--- src/hw/lsu_defines.svh ---
`ifndef LSU_DEFINES_SVH
`define LSU_DEFINES_SVH

// ========================================
// Load/store pipeline widths
// ========================================

// Data word and address width
`define LSU_XLEN 32

// Destination register index width
`define LSU_REG_ADDR_W 5

// Byte lanes in one data word
`define LSU_MASK_W 4

// Bits in a single byte lane
`define LSU_BYTE_W 8

// Lane count is always XLEN / BYTE_W for this memory

`endif
--- src/hw/lsu_pkg.sv ---
`include "lsu_defines.svh"

package lsu_pkg;

    // ========================================
    // Opcodes
    // ========================================

    // Encoding is {store bit, funct3}
    typedef enum logic [3:0] {
        OP_LB  = 4'b0000,
        OP_LH  = 4'b0001,
        OP_LW  = 4'b0010,
        OP_LBU = 4'b0100,
        OP_LHU = 4'b0101,
        OP_SB  = 4'b1000,
        OP_SH  = 4'b1001,
        OP_SW  = 4'b1010
    } mem_op_e;

    // ========================================
    // Records passed between blocks
    // ========================================

    // Incoming operation from the issue side
    typedef struct packed {
        logic                       valid;
        mem_op_e                    op;
        logic [`LSU_XLEN-1:0]       addr;
        logic [`LSU_XLEN-1:0]       wdata;
        logic [`LSU_REG_ADDR_W-1:0] rd;
    } lsu_req_t;

    // Word request as seen by the data SRAM
    typedef struct packed {
        logic [`LSU_XLEN-1:0]   addr;
        logic [`LSU_MASK_W-1:0] mask;
        logic                   ren;
        logic                   wen;
        logic [`LSU_XLEN-1:0]   wdata;
    } dmem_req_t;

    // State carried through access and retire stages
    typedef struct packed {
        logic                           valid;
        mem_op_e                        op;
        logic [$clog2(`LSU_MASK_W)-1:0] offset;
        logic [`LSU_REG_ADDR_W-1:0]     rd;
        logic                           trap;
        dmem_req_t                      dmem;
    } access_rec_t;

    // Retire record, mirrors the memory transaction of the operation
    typedef struct packed {
        logic                       valid;
        logic                       trap;
        logic [`LSU_REG_ADDR_W-1:0] rd_waddr;
        logic [`LSU_XLEN-1:0]       rd_wdata;
        logic [`LSU_XLEN-1:0]       dmem_addr;
        logic [`LSU_MASK_W-1:0]     dmem_mask;
        logic                       dmem_ren;
        logic                       dmem_wen;
        logic [`LSU_XLEN-1:0]       dmem_rdata;
        logic [`LSU_XLEN-1:0]       dmem_wdata;
    } retire_t;

    // ========================================
    // Opcode helpers
    // ========================================

    function automatic logic is_store(input mem_op_e op);
        return op[3];
    endfunction

    // Bytes touched by the access: 1, 2 or 4
    function automatic logic [2:0] access_size(input mem_op_e op);
        case (op[1:0])
            2'b00:   return 3'd1;
            2'b01:   return 3'd2;
            default: return 3'd4;
        endcase
    endfunction

    function automatic logic is_signed_load(input mem_op_e op);
        return (op == OP_LB) || (op == OP_LH);
    endfunction

endpackage

--- src/hw/lsu_top.sv ---
`timescale 1ns/100ps

`include "lsu_defines.svh"

module lsu_top (
    input  logic                 i_clk,
    input  logic                 i_rst,
    input  lsu_pkg::lsu_req_t    i_req,
    input  logic                 i_stall,
    input  logic [`LSU_XLEN-1:0] i_dmem_rdata,
    output lsu_pkg::dmem_req_t   o_dmem,
    output lsu_pkg::retire_t     o_retire
);

    // Record from the former into the access stage
    lsu_pkg::access_rec_t issue_rec;
    // Retire stage contents and its read word
    lsu_pkg::access_rec_t retire_rec;
    logic [`LSU_XLEN-1:0] retire_rdata;

    // ========================================
    // Request former, buffer, extractor
    // ========================================

    dmem_request_former u_former (
        .i_req   (i_req),
        .i_stall (i_stall),
        .o_dmem  (o_dmem),
        .o_rec   (issue_rec)
    );

    lsu_stage_buffer u_buffer (
        .i_clk        (i_clk),
        .i_rst        (i_rst),
        .i_stall      (i_stall),
        .i_rec        (issue_rec),
        .i_dmem_rdata (i_dmem_rdata),
        .o_rec        (retire_rec),
        .o_rdata      (retire_rdata)
    );

    load_result_extractor u_extractor (
        .i_rec    (retire_rec),
        .i_rdata  (retire_rdata),
        .i_stall  (i_stall),
        .o_retire (o_retire)
    );

endmodule

--- src/hw/load_result_extractor.sv ---
`timescale 1ns/100ps

`include "lsu_defines.svh"

module load_result_extractor (
    input  lsu_pkg::access_rec_t i_rec,
    input  logic [`LSU_XLEN-1:0] i_rdata,
    input  logic                 i_stall,
    output lsu_pkg::retire_t     o_retire
);

    // Read word with the addressed byte moved to lane 0
    logic [`LSU_XLEN-1:0] shifted;
    logic [`LSU_XLEN-1:0] ext;
    logic [2:0]           size;
    logic                 sext;
    logic                 is_ld;
    // Load that really wrote a register
    logic                 ld_ok;

    // ========================================
    // Load data alignment and extension
    // ========================================

    always_comb begin
        size    = lsu_pkg::access_size(i_rec.op);
        sext    = lsu_pkg::is_signed_load(i_rec.op);
        is_ld   = ~lsu_pkg::is_store(i_rec.op);
        ld_ok   = is_ld & ~i_rec.trap;
        shifted = i_rdata >> (i_rec.offset * `LSU_BYTE_W);

        // Upper bits take the sign only for LB and LH
        case (size)
            3'd1: begin
                ext = {{(`LSU_XLEN-`LSU_BYTE_W){sext & shifted[`LSU_BYTE_W-1]}},
                       shifted[`LSU_BYTE_W-1:0]};
            end
            3'd2: begin
                ext = {{(`LSU_XLEN-2*`LSU_BYTE_W){sext & shifted[2*`LSU_BYTE_W-1]}},
                       shifted[2*`LSU_BYTE_W-1:0]};
            end
            default: begin
                ext = shifted;
            end
        endcase
    end

    // ========================================
    // Retire record
    // ========================================

    always_comb begin
        // No retire while the pipeline is frozen
        o_retire.valid      = i_rec.valid & ~i_stall;
        o_retire.trap       = i_rec.trap;

        // Stores and trapped loads report no register write
        o_retire.rd_waddr   = ld_ok ? i_rec.rd : '0;
        o_retire.rd_wdata   = is_ld ? ext : '0;

        // Mirror of the request issued in the access cycle
        o_retire.dmem_addr  = i_rec.dmem.addr;
        o_retire.dmem_mask  = i_rec.dmem.mask;
        o_retire.dmem_ren   = i_rec.dmem.ren;
        o_retire.dmem_wen   = i_rec.dmem.wen;
        o_retire.dmem_wdata = i_rec.dmem.wdata;
        // raw word, lanes outside the mask are don't care
        o_retire.dmem_rdata = i_rdata;
    end

endmodule

--- src/hw/lsu_stage_buffer.sv ---
`timescale 1ns/100ps

`include "lsu_defines.svh"

module lsu_stage_buffer (
    input  logic                 i_clk,
    input  logic                 i_rst,
    input  logic                 i_stall,
    input  lsu_pkg::access_rec_t i_rec,
    input  logic [`LSU_XLEN-1:0] i_dmem_rdata,
    output lsu_pkg::access_rec_t o_rec,
    output logic [`LSU_XLEN-1:0] o_rdata
);

    // ========================================
    // Stage state
    // ========================================

    // Access and retire stage records
    // The valid bit inside marks a filled stage
    lsu_pkg::access_rec_t acc_q;
    lsu_pkg::access_rec_t ret_q;

    // Read word belonging to the retire stage
    logic [`LSU_XLEN-1:0] rdata_q;

    // ========================================
    // Stage registers
    // ========================================

    // Stall freezes both stages in place
    always_ff @(posedge i_clk or posedge i_rst) begin
        if (i_rst) begin
            acc_q   <= '0;
            ret_q   <= '0;
            rdata_q <= '0;
        end else if (!i_stall) begin
            acc_q   <= i_rec;
            ret_q   <= acc_q;
            // SRAM word from the access in the previous cycle
            // Holds across stall since no new read is issued then
            rdata_q <= i_dmem_rdata;
        end
    end

    // ========================================
    // Retire stage outputs
    // ========================================

    assign o_rec   = ret_q;
    assign o_rdata = rdata_q;

endmodule

--- src/hw/dmem_request_former.sv ---
`timescale 1ns/100ps

`include "lsu_defines.svh"

module dmem_request_former (
    input  lsu_pkg::lsu_req_t    i_req,
    input  logic                 i_stall,
    output lsu_pkg::dmem_req_t   o_dmem,
    output lsu_pkg::access_rec_t o_rec
);

    // Byte position of the access inside its word
    logic [$clog2(`LSU_MASK_W)-1:0] offset;
    logic [2:0]                     size;
    logic                           is_st;
    // Accepted this cycle
    logic                           go;
    logic                           trap;
    logic [`LSU_MASK_W-1:0]         mask;
    logic [`LSU_XLEN-1:0]           lane_wdata;

    // ========================================
    // Decode of size, lanes and alignment
    // ========================================

    always_comb begin
        offset = i_req.addr[$clog2(`LSU_MASK_W)-1:0];
        size   = lsu_pkg::access_size(i_req.op);
        is_st  = lsu_pkg::is_store(i_req.op);
        go     = i_req.valid & ~i_stall;

        // Lane mask follows size, then slides to the byte offset
        case (size)
            3'd1:    mask = {{(`LSU_MASK_W-1){1'b0}}, 1'b1} << offset;
            3'd2:    mask = {{(`LSU_MASK_W-2){1'b0}}, 2'b11} << offset;
            default: mask = {`LSU_MASK_W{1'b1}};
        endcase

        // Halfword must sit on an even byte, word on a word boundary
        case (size)
            3'd2:    trap = offset[0];
            3'd4:    trap = (offset != '0);
            default: trap = 1'b0;
        endcase

        // Store data moves up into the addressed lanes
        lane_wdata = i_req.wdata << (offset * `LSU_BYTE_W);
    end

    // ========================================
    // Memory request
    // ========================================

    always_comb begin
        // Word aligned address, low bits cleared
        o_dmem.addr  = i_req.addr & ~(`LSU_XLEN'(`LSU_MASK_W - 1));
        o_dmem.mask  = mask;
        o_dmem.wdata = lane_wdata;
        // A trapped access never reaches the SRAM
        o_dmem.ren   = go & ~trap & ~is_st;
        o_dmem.wen   = go & ~trap & is_st;
    end

    // ========================================
    // Record for the access stage
    // ========================================

    always_comb begin
        o_rec.valid  = go;
        o_rec.op     = i_req.op;
        o_rec.offset = offset;
        o_rec.rd     = i_req.rd;
        o_rec.trap   = trap;
        // Keep the exact request issued, enables included
        o_rec.dmem   = o_dmem;
    end

endmodule

--- config.mk ---
export PLATFORM = sky130hd
export DESIGN_NAME = lsu_top
export DESIGN_NICKNAME = d
export VERILOG_FILES = /design/src/hw/lsu_pkg.sv /design/src/hw/lsu_top.sv /design/src/hw/load_result_extractor.sv /design/src/hw/lsu_stage_buffer.sv /design/src/hw/dmem_request_former.sv
export VERILOG_INCLUDE_DIRS = /design/src /design/src/hw
export SDC_FILE = /design/constraint.sdc
export NUM_CORES = 1
export LEC_CHECK = 0
export ABC_CLOCK_PERIOD_IN_PS = 6000
export BUFFER_PORTS_ARGS = -buffer_cell sky130_fd_sc_hd__buf_2
export CAP_MARGIN = 15
export CORE_MARGIN = 2
export CORE_UTILIZATION = 48
export DETAILED_ROUTE_END_ITERATION = 8
export GPL_TIMING_DRIVEN = 0
export PLACE_DENSITY = 0.78
export SETUP_SLACK_MARGIN = 0.05
export SYNTH_ARGS = -nofsm -noshare
export SYNTH_HDL_FRONTEND = slang
export SYNTH_HIERARCHICAL = 1
export SYNTH_SLANG_ARGS = --single-unit
--- constraint.sdc ---
create_clock -name i_clk -period 6 [get_ports i_clk]
set_input_delay 0.6 -clock i_clk [delete_from_list [all_inputs] [get_ports i_clk]]
set_output_delay 0.6 -clock i_clk [all_outputs]
set_load 0.05 [all_outputs]
### Word level (Yosys, flattened, before mapping)

Index checks and enable logic that the tools add are counted.

* register bits: 194
* input bits: 109
* output and inout port bits: 211
* word-level logic and storage cells: 58

* equal/unequal tests: 8
* shift-type cells: 4
* multiplexer cells: 7
* bitwise gates (word level): 13
* reduce and logical (&&, ||, !) cells: 5

Operators by type and width (number)
* one-hot mux 32 bit (2 select lines): 1
* 2-to-1 mux 32 bit: 1
* << shifter 32 x 5 -> 32 bit: 1
* >> shifter 32 x 5 -> 32 bit: 1
* one-hot mux 3 bit (2 select lines): 2
* bitwise AND 1 bit: 8
* one-hot mux 4 bit (2 select lines): 1
* equality test 3 x 1 -> 1 bit (second input constant): 2
* equality test 3 x 2 -> 1 bit (second input constant): 2
* 2-to-1 mux 5 bit: 1
* inverter 1 bit: 5
* equality test 2 x 1 -> 1 bit (second input constant): 2
* equality test 4 x 1 -> 1 bit (second input constant): 1
* logical NOT 2 bit: 2
* logical NOT 4 bit: 1
* << shifter 1 x 2 -> 4 bit (first input constant): 1
* << shifter 2 x 2 -> 4 bit (first input constant): 1
* equality test 3 bit (second input constant): 1
* one-hot mux 1 bit (2 select lines): 1
* nonzero test 2 bit: 1
* logical OR 1 bit: 1

### Depth between registers and ports, before layout

Gate-level depths: netlist of run 1.

* word-level depth: 7
* depth in mapped cells: 7
* gate-level depth less buffers: 6

### By module

The synthesis of run 1 kept the hierarchy.

Modules (own cells, without submodules)
* lsu_stage_buffer: times used 1, cells each 419, area an instance 7771.2 sq um, seq. area each 4954.8 sq um
* load_result_extractor: times used 1, cells each 215, area an instance 1636.6 sq um, seq. area each 0.0 sq um
* dmem_request_former: times used 1, cells each 217, area an instance 1517.7 sq um, seq. area each 0.0 sq um

### Worst setup path after synthesis of run 1

Ideal clock, no wire load.

* path type: flip-flop to output port
* from: reg u_buffer.ret_q, in the netlist u_buffer/o_rec[76]
* to: out o_retire[102] in the netlist's numbering
* arrival: 2.148 ns
* required time: 5.400 ns
* slack: 3.252 ns
* cell stages (with the launch flop): 6
* buffers on the path: 3
* cells stage by stage: dfrtp_1 -> buf_2 -> buf_4 -> buf_4 -> a211oi_1 -> a211oi_1

RTL lines
* from (decl): RTL line lsu_stage_buffer.sv:22 `lsu_pkg::access_rec_t ret_q;`
* from (signal assigned): RTL line lsu_stage_buffer.sv:39 `ret_q <= acc_q;`
* to (decl): RTL line lsu_top.sv:12 `output lsu_pkg::retire_t o_retire`

==> results of run 1 <==
-- how the worst max path moves through the flow --
stage                       startpoint             endpoint  slack (ps)  cells after the start
floorplan                        i_rst    u_buffer/acc_q[0]        2840                      1
global placement                 i_rst  u_buffer/o_rdata[0]        1630                      2
detailed placement           i_req[69]           o_dmem[33]        3360                      6
CTS                 u_buffer/o_rec[76]        o_retire[115]        3070                      6
global route        u_buffer/o_rec[76]        o_retire[115]        3000                      6
finish              u_buffer/o_rec[76]        o_retire[115]        3060                      6
-- placed cells by master (no fill, tap or decap), drive strengths merged, types with 2 or more instances in the layout --
cell      count
buf         543
mux2        200
dfrtp       198
mux2i        33
a21oi        23
nor2b        22
a211oi       22
clkbuf       22
nor2         17
and2         13
nand2        12
o21ai        11
or2           9
o2bb2ai       8
o22ai         8
inv           6
clkinv        6
conb          4
clkinvlp      2
-- final cells by class --
cell class	instances	area share
clock inverter	13	0.0120
clock buffer	19	0.0330
inverter	2	0.000840
sequential	198	0.370
timing repair buffer	286	0.112
tap	285	0.0266
buffer	260	0.148
multi-input combinational	394	0.298
-- state kept, by name, summed over array words and instances (netlist names) --
signal	cells
u_buffer/o_rdata	32
u_buffer/acc_q	83
u_buffer/o_rec	83
-- power groups by stage --
stage	registers (mW)	logic (mW)	clock network [mW]
after detailed placement	1.63	1.57	0
final	1.61	1.57	1.15
after global routing	1.63	1.64	1.24
after CTS	1.61	1.58	1.18
after floorplan	1.59	1.27	0
after global placement	1.63	1.55	0
-- routing by layer --
metal | GRT usage | vias to the layer above | wire, um
met4 | 0.0719 | 0 | 619
met5 | 0 | - | 0
met2 | 0.368 | 275 | 12900
met3 | 0.0435 | 32 | 1370
met1 | 0.273 | 3489 | 10800
li1 | - | 3326 | -
-- stage by stage --
stage / hold slack, ps / cells
after floorplan: 473 / 854
after global placement: 483 / 1420
after detailed placement: 485 / 1425
after CTS: 269 / 1457
after global routing: 297 / 1457
final: 267 / 1457
-- cells by family (layout without fill, tap and decap cells) --
kind of cell,count (synthesis),in the layout
buffers and inverters,262,580
muxes,234,234
DFF,198,198
and+or+nand+nor,78,78
AOI/OAI and AO/OA,76,76
adders and majority gates,1,1
other,1,4
xor gates and xnor gates,1,1
==> impl_metrics.tcl, run 1 <==
set metrics [dict create \
    outcome "finished, final reports clean" \
    pwr-share-seq 0.372 \
    ant_nets 0 \
    synth-edff-count 0 \
    vias 7122 \
    power.switching_mw 1.64 \
    critPathMaxStageDelay_ps 340 \
    grt_usage 0.215 \
    io_buffer_count 281 \
    p_leak_nw 6.93 \
    muxShareOfSynthArea 0.274 \
    drive_gt1_frac 0.676 \
    cp.required_ps 5400 \
    synth_compound_area_frac 0.0482 \
    core_um2 22500 \
    synth-main-ff-cell "dfrtp_1" \
    mappedNetlistArea_um2 10900 \
    synth_most_common_cell "buf_4" \
    wl_per_cell_um 17.6 \
    multiInputGateArea_um2 3990 \
    rows 55 \
    dr.first_iter.drc_count 259 \
    routed_wl_um 25700 \
    cts_buffers 17 \
    hold_path.class "in2async" \
    post-cts-setup-buffers 0 \
    ir_drop_uv 180 \
    period_share 0.490 \
    cts_resized 0 \
    sw_frac_of_total 0.379 \
    worst_pin_slew_ps 795 \
    power_frac_clock 0.266 \
    fin_util 0.596 \
    clock.fmax_mhz 340 \
    synth_top_cell_by_area "dfrtp_1" \
    cp.arrival_ps 2340 \
    nNetsFinal 1269 \
    cp_cell_sequence "buf_2, buf_4, and2b_1, a21oi_1, a21oi_1, buf_2" \
    drc 0 \
    place_ws_ps 3360 \
    htreeDepth 4 \
    reg2reg_depth 1 \
    die_h_um 155 \
    yosys-top-cells-area "dfrtp_1, buf_4, mux2_4" \
    antenna_found_initial 0 \
    die_w_um 155 \
    end_kind "output pin" \
    async_reset_ff_frac 1.00 \
    worstSetupPathType "reg2out" \
    crit_fanout 10 \
    finalPower_mw 4.33 \
    nFillCells 1842 \
    place.gp.congestion 0.898 \
    design_area_um2 13400 \
    skew_ps 8.96 \
    ys_seq_elements 198 \
    cts.clk_slew.worst_paths_ps 70 \
    cap_viol_max_count 0 \
    r2r_slack_ps 5100 \
    slew_headroom 0.468 \
    clock_latency_ps 420 \
    synthToLayoutAreaGrowth_pct 22.7 \
    setup_viol_count_final 0 \
    synthCells 851 \
    grt_max_degree 44 \
    crit_slowest_cell "dfrtp_1" \
    synthAdderAreaFrac 0.00115 \
    worst-path-buf-inv 3 \
    start_util 0.486 \
    cts_num_sinks 198 \
    clk_path_buf_depth 2 \
    vias_per_cell 4.89 \
    io_pins 320 \
    synth_commonest_cells "buf_4, dfrtp_1, mux2_4" \
    grt_overflow 0 \
    syn_avg_cell_area_um2 12.8 \
    fin_setup_tns_ps 0 \
    crit_family "buffers and inverters" \
    p_int_mw 2.69 \
    synth.lib_cells_used.distinct 36 \
    firstDrtPassIters 4 \
    cp-start-kind "flop" \
    grt_pass1_vias 7236 \
    synth_top_family_by_area "multiplexers" \
    synth_xor_area_frac 0.000802 \
    cts-root-buf "clkbuf_16" \
    diodes 0 \
    synth-seq-area-share 0.454 \
    cts_hold_buf 0 \
    cellPowerDensity_nw_per_um2 323 \
    period_needed_ps 2940 \
    synth_top_area_share 0.454 \
    drv_slew 0 \
    cts_tree "yes" \
    hold_viol_final 0 \
    placed_cell_area_um2 12800 \
    rsz0062_at_grt "false" \
    synth-simple-area-share 0.0399 \
    fin_ws_ps 3060 \
    regArea_um2 4950 \
    rr_endpoint "u_buffer/o_rdata[23]" \
    p_comb_frac 0.363 \
    dieArea_um2 24000 \
    grt_pass1_wl_um 40000 \
    yosysWarningCount 6 \
    hpwl_um 20300 \
    r2r_start "u_buffer/o_rdata[23]" \
]
Power figures use the tool's default switching activity.
==> run 2: changes to the inputs <==
--- a/config.mk
+++ b/config.mk
@@ -6,7 +6,7 @@
 export SDC_FILE = /design/constraint.sdc
 export NUM_CORES = 1
 export LEC_CHECK = 0
-export ABC_CLOCK_PERIOD_IN_PS = 6000
+export ABC_CLOCK_PERIOD_IN_PS = 2650
 export BUFFER_PORTS_ARGS = -buffer_cell sky130_fd_sc_hd__buf_2
 export CAP_MARGIN = 15
 export CORE_MARGIN = 2
==> constraint.sdc (replaced) <==
create_clock -name i_clk -period 2.65 [get_ports i_clk]
set_input_delay 0.265 -clock i_clk [delete_from_list [all_inputs] [get_ports i_clk]]
set_output_delay 0.265 -clock i_clk [all_outputs]
set_load 0.05 [all_outputs]
==> impl_metrics.tcl, run 2 (synthesis gave the netlist of run 1 again) <==
set metrics [dict create \
    diodes 0 \
    critPathLaunch "u_buffer/o_rec[77]" \
    clock.fmax_mhz 403 \
    clk_path_buf_depth 2 \
    cp.arrival_ps 2220 \
    cap_viol_max_count 0 \
    cp_cell_sequence "buf_6, mux2_4, nor2_2, buf_4, o22ai_1, buf_2" \
    worst-path-buf-inv 3 \
    place.gp.congestion 0.898 \
    slew_headroom 0.464 \
    p_leak_nw 6.93 \
    worstSetupPathType "reg2out" \
    core_um2 22500 \
    finalPower_mw 9.81 \
    hold_viol_final 0 \
    grt_busiest_layer "met2" \
    grt_usage 0.215 \
    crit_fanout 10 \
    post-cts-setup-buffers 0 \
    io_buffer_count 281 \
    end_kind "output pin" \
    vias 7116 \
    cp.required_ps 2380 \
    final_common_cell "buf_2" \
    drc 0 \
    rows 55 \
    fin_ws_ps 168 \
    grt_max_degree 44 \
    die_h_um 155 \
    firstDrtPassIters 4 \
    grt_pass1_wl_um 40000 \
    hold_path.startpoint "i_req[39]" \
    outcome "finished, final reports clean" \
    ir_drop_uv 406 \
    crit_family "buffers and inverters" \
    wl_per_cell_um 17.7 \
    cellPowerDensity_nw_per_um2 730 \
    grt_pass1_vias 7242 \
    hpwl_um 20300 \
    final_cell_mix "buf_2, buf_4, dfrtp_1" \
    groute.layer.met1.usage 0.273 \
    worstSetupPathDepth 6 \
    setup_viol_count_final 0 \
    grt_overflow 0 \
    routed_wl_um 25800 \
    nNetsFinal 1270 \
    start_util 0.486 \
    synthToLayoutAreaGrowth_pct 22.9 \
    cts_buffers 17 \
    antenna_found_initial 0 \
    drive_gt1_frac 0.676 \
    clock_latency_ps 420 \
    cp-start-kind "flop" \
    dieArea_um2 24000 \
    dr.first_iter.drc_count 246 \
    skew_ps 9.06 \
    reg2reg_depth 1 \
    htreeDepth 4 \
    cts_num_sinks 198 \
    io_pins 320 \
    crit_slowest_cell "dfrtp_1" \
    vias_per_cell 4.88 \
    period_share 0.937 \
    r2r_start "u_buffer/o_rdata[23]" \
    period_needed_ps 2480 \
    cts-root-buf "clkbuf_16" \
    cts_tree "yes" \
    critPathMaxStageDelay_ps 390 \
    ant_nets 0 \
    worst_pin_slew_ps 801 \
    hold_depth 2 \
    place_ws_ps 518 \
    grt_use_met3 0.0435 \
    drv_slew 0 \
    hold_path.class "in2reg" \
    r2r_slack_ps 1740 \
    rsz0062_at_grt "false" \
    cts.clk_slew.worst_paths_ps 80 \
    grt_use_met2 0.369 \
    die_w_um 155 \
]
## run 2: changes by cell type in the layout (fill, tap and decap cells not counted), sizes merged
cell,delta
buf,-1
dlygate4sd3,+1
clkbuf,+1
## run 2: final timing paths
check	to
max	o_retire[125]
min reg2reg	u_buffer/o_rec[71]
max reg2reg	u_buffer/o_rdata[23]
min	u_buffer/acc_q[40]
max in group asynchronous	u_buffer/o_rec[34]
min in group asynchronous	u_buffer/acc_q[0]
## run 2: layer usage
metal	vias up	wire length, um
li1	3331	-
met1	3467	10900
met2	283	12900
met3	35	1370
met4	0	644
met5	-	0
## run 2: timing repair
item | CTS | global route
hold endpoints to repair | 23 | 0
gates resized for setup | 0 | 6
hold buffers | 1 | 0
endpoints found under the setup margin | 0 | 3
## run 2: area by class of cell
| cell class | count | area [um2] |
|---|---|---|
| buffer | 260 | 1980 |
| clock inverter | 13 | 161 |
| clock buffer | 19 | 443 |
| fill | 1839 | 9070 |
| multi-input combinational | 394 | 3990 |
| tap | 285 | 357 |
| inverter | 2 | 11.3 |
| timing repair buffer | 287 | 1520 |
| sequential | 198 | 4950 |
## run 2: power breakdown
group	leakage [nW]	internal [mW]	switching (mW)	total (mW)
logic	4.27	1.33	2.23	3.56
registers	2.38	3.39	0.254	3.64
clock network	0.291	1.37	1.23	2.61
total	6.93	6.09	3.72	9.81
## run 2: through the flow
stage                     cells  setup TNS (ps)  area (um2)  hold WS [ps]   util
after floorplan             854          -34720       10900           414      -
after global placement     1420         -268560       12700           483  0.565
after detailed placement   1425               0       12800           392  0.569
after CTS                  1458               0       13400          43.4  0.596
after global routing       1458               0       13400          39.2  0.597
final                      1458               0       13400          63.8  0.597
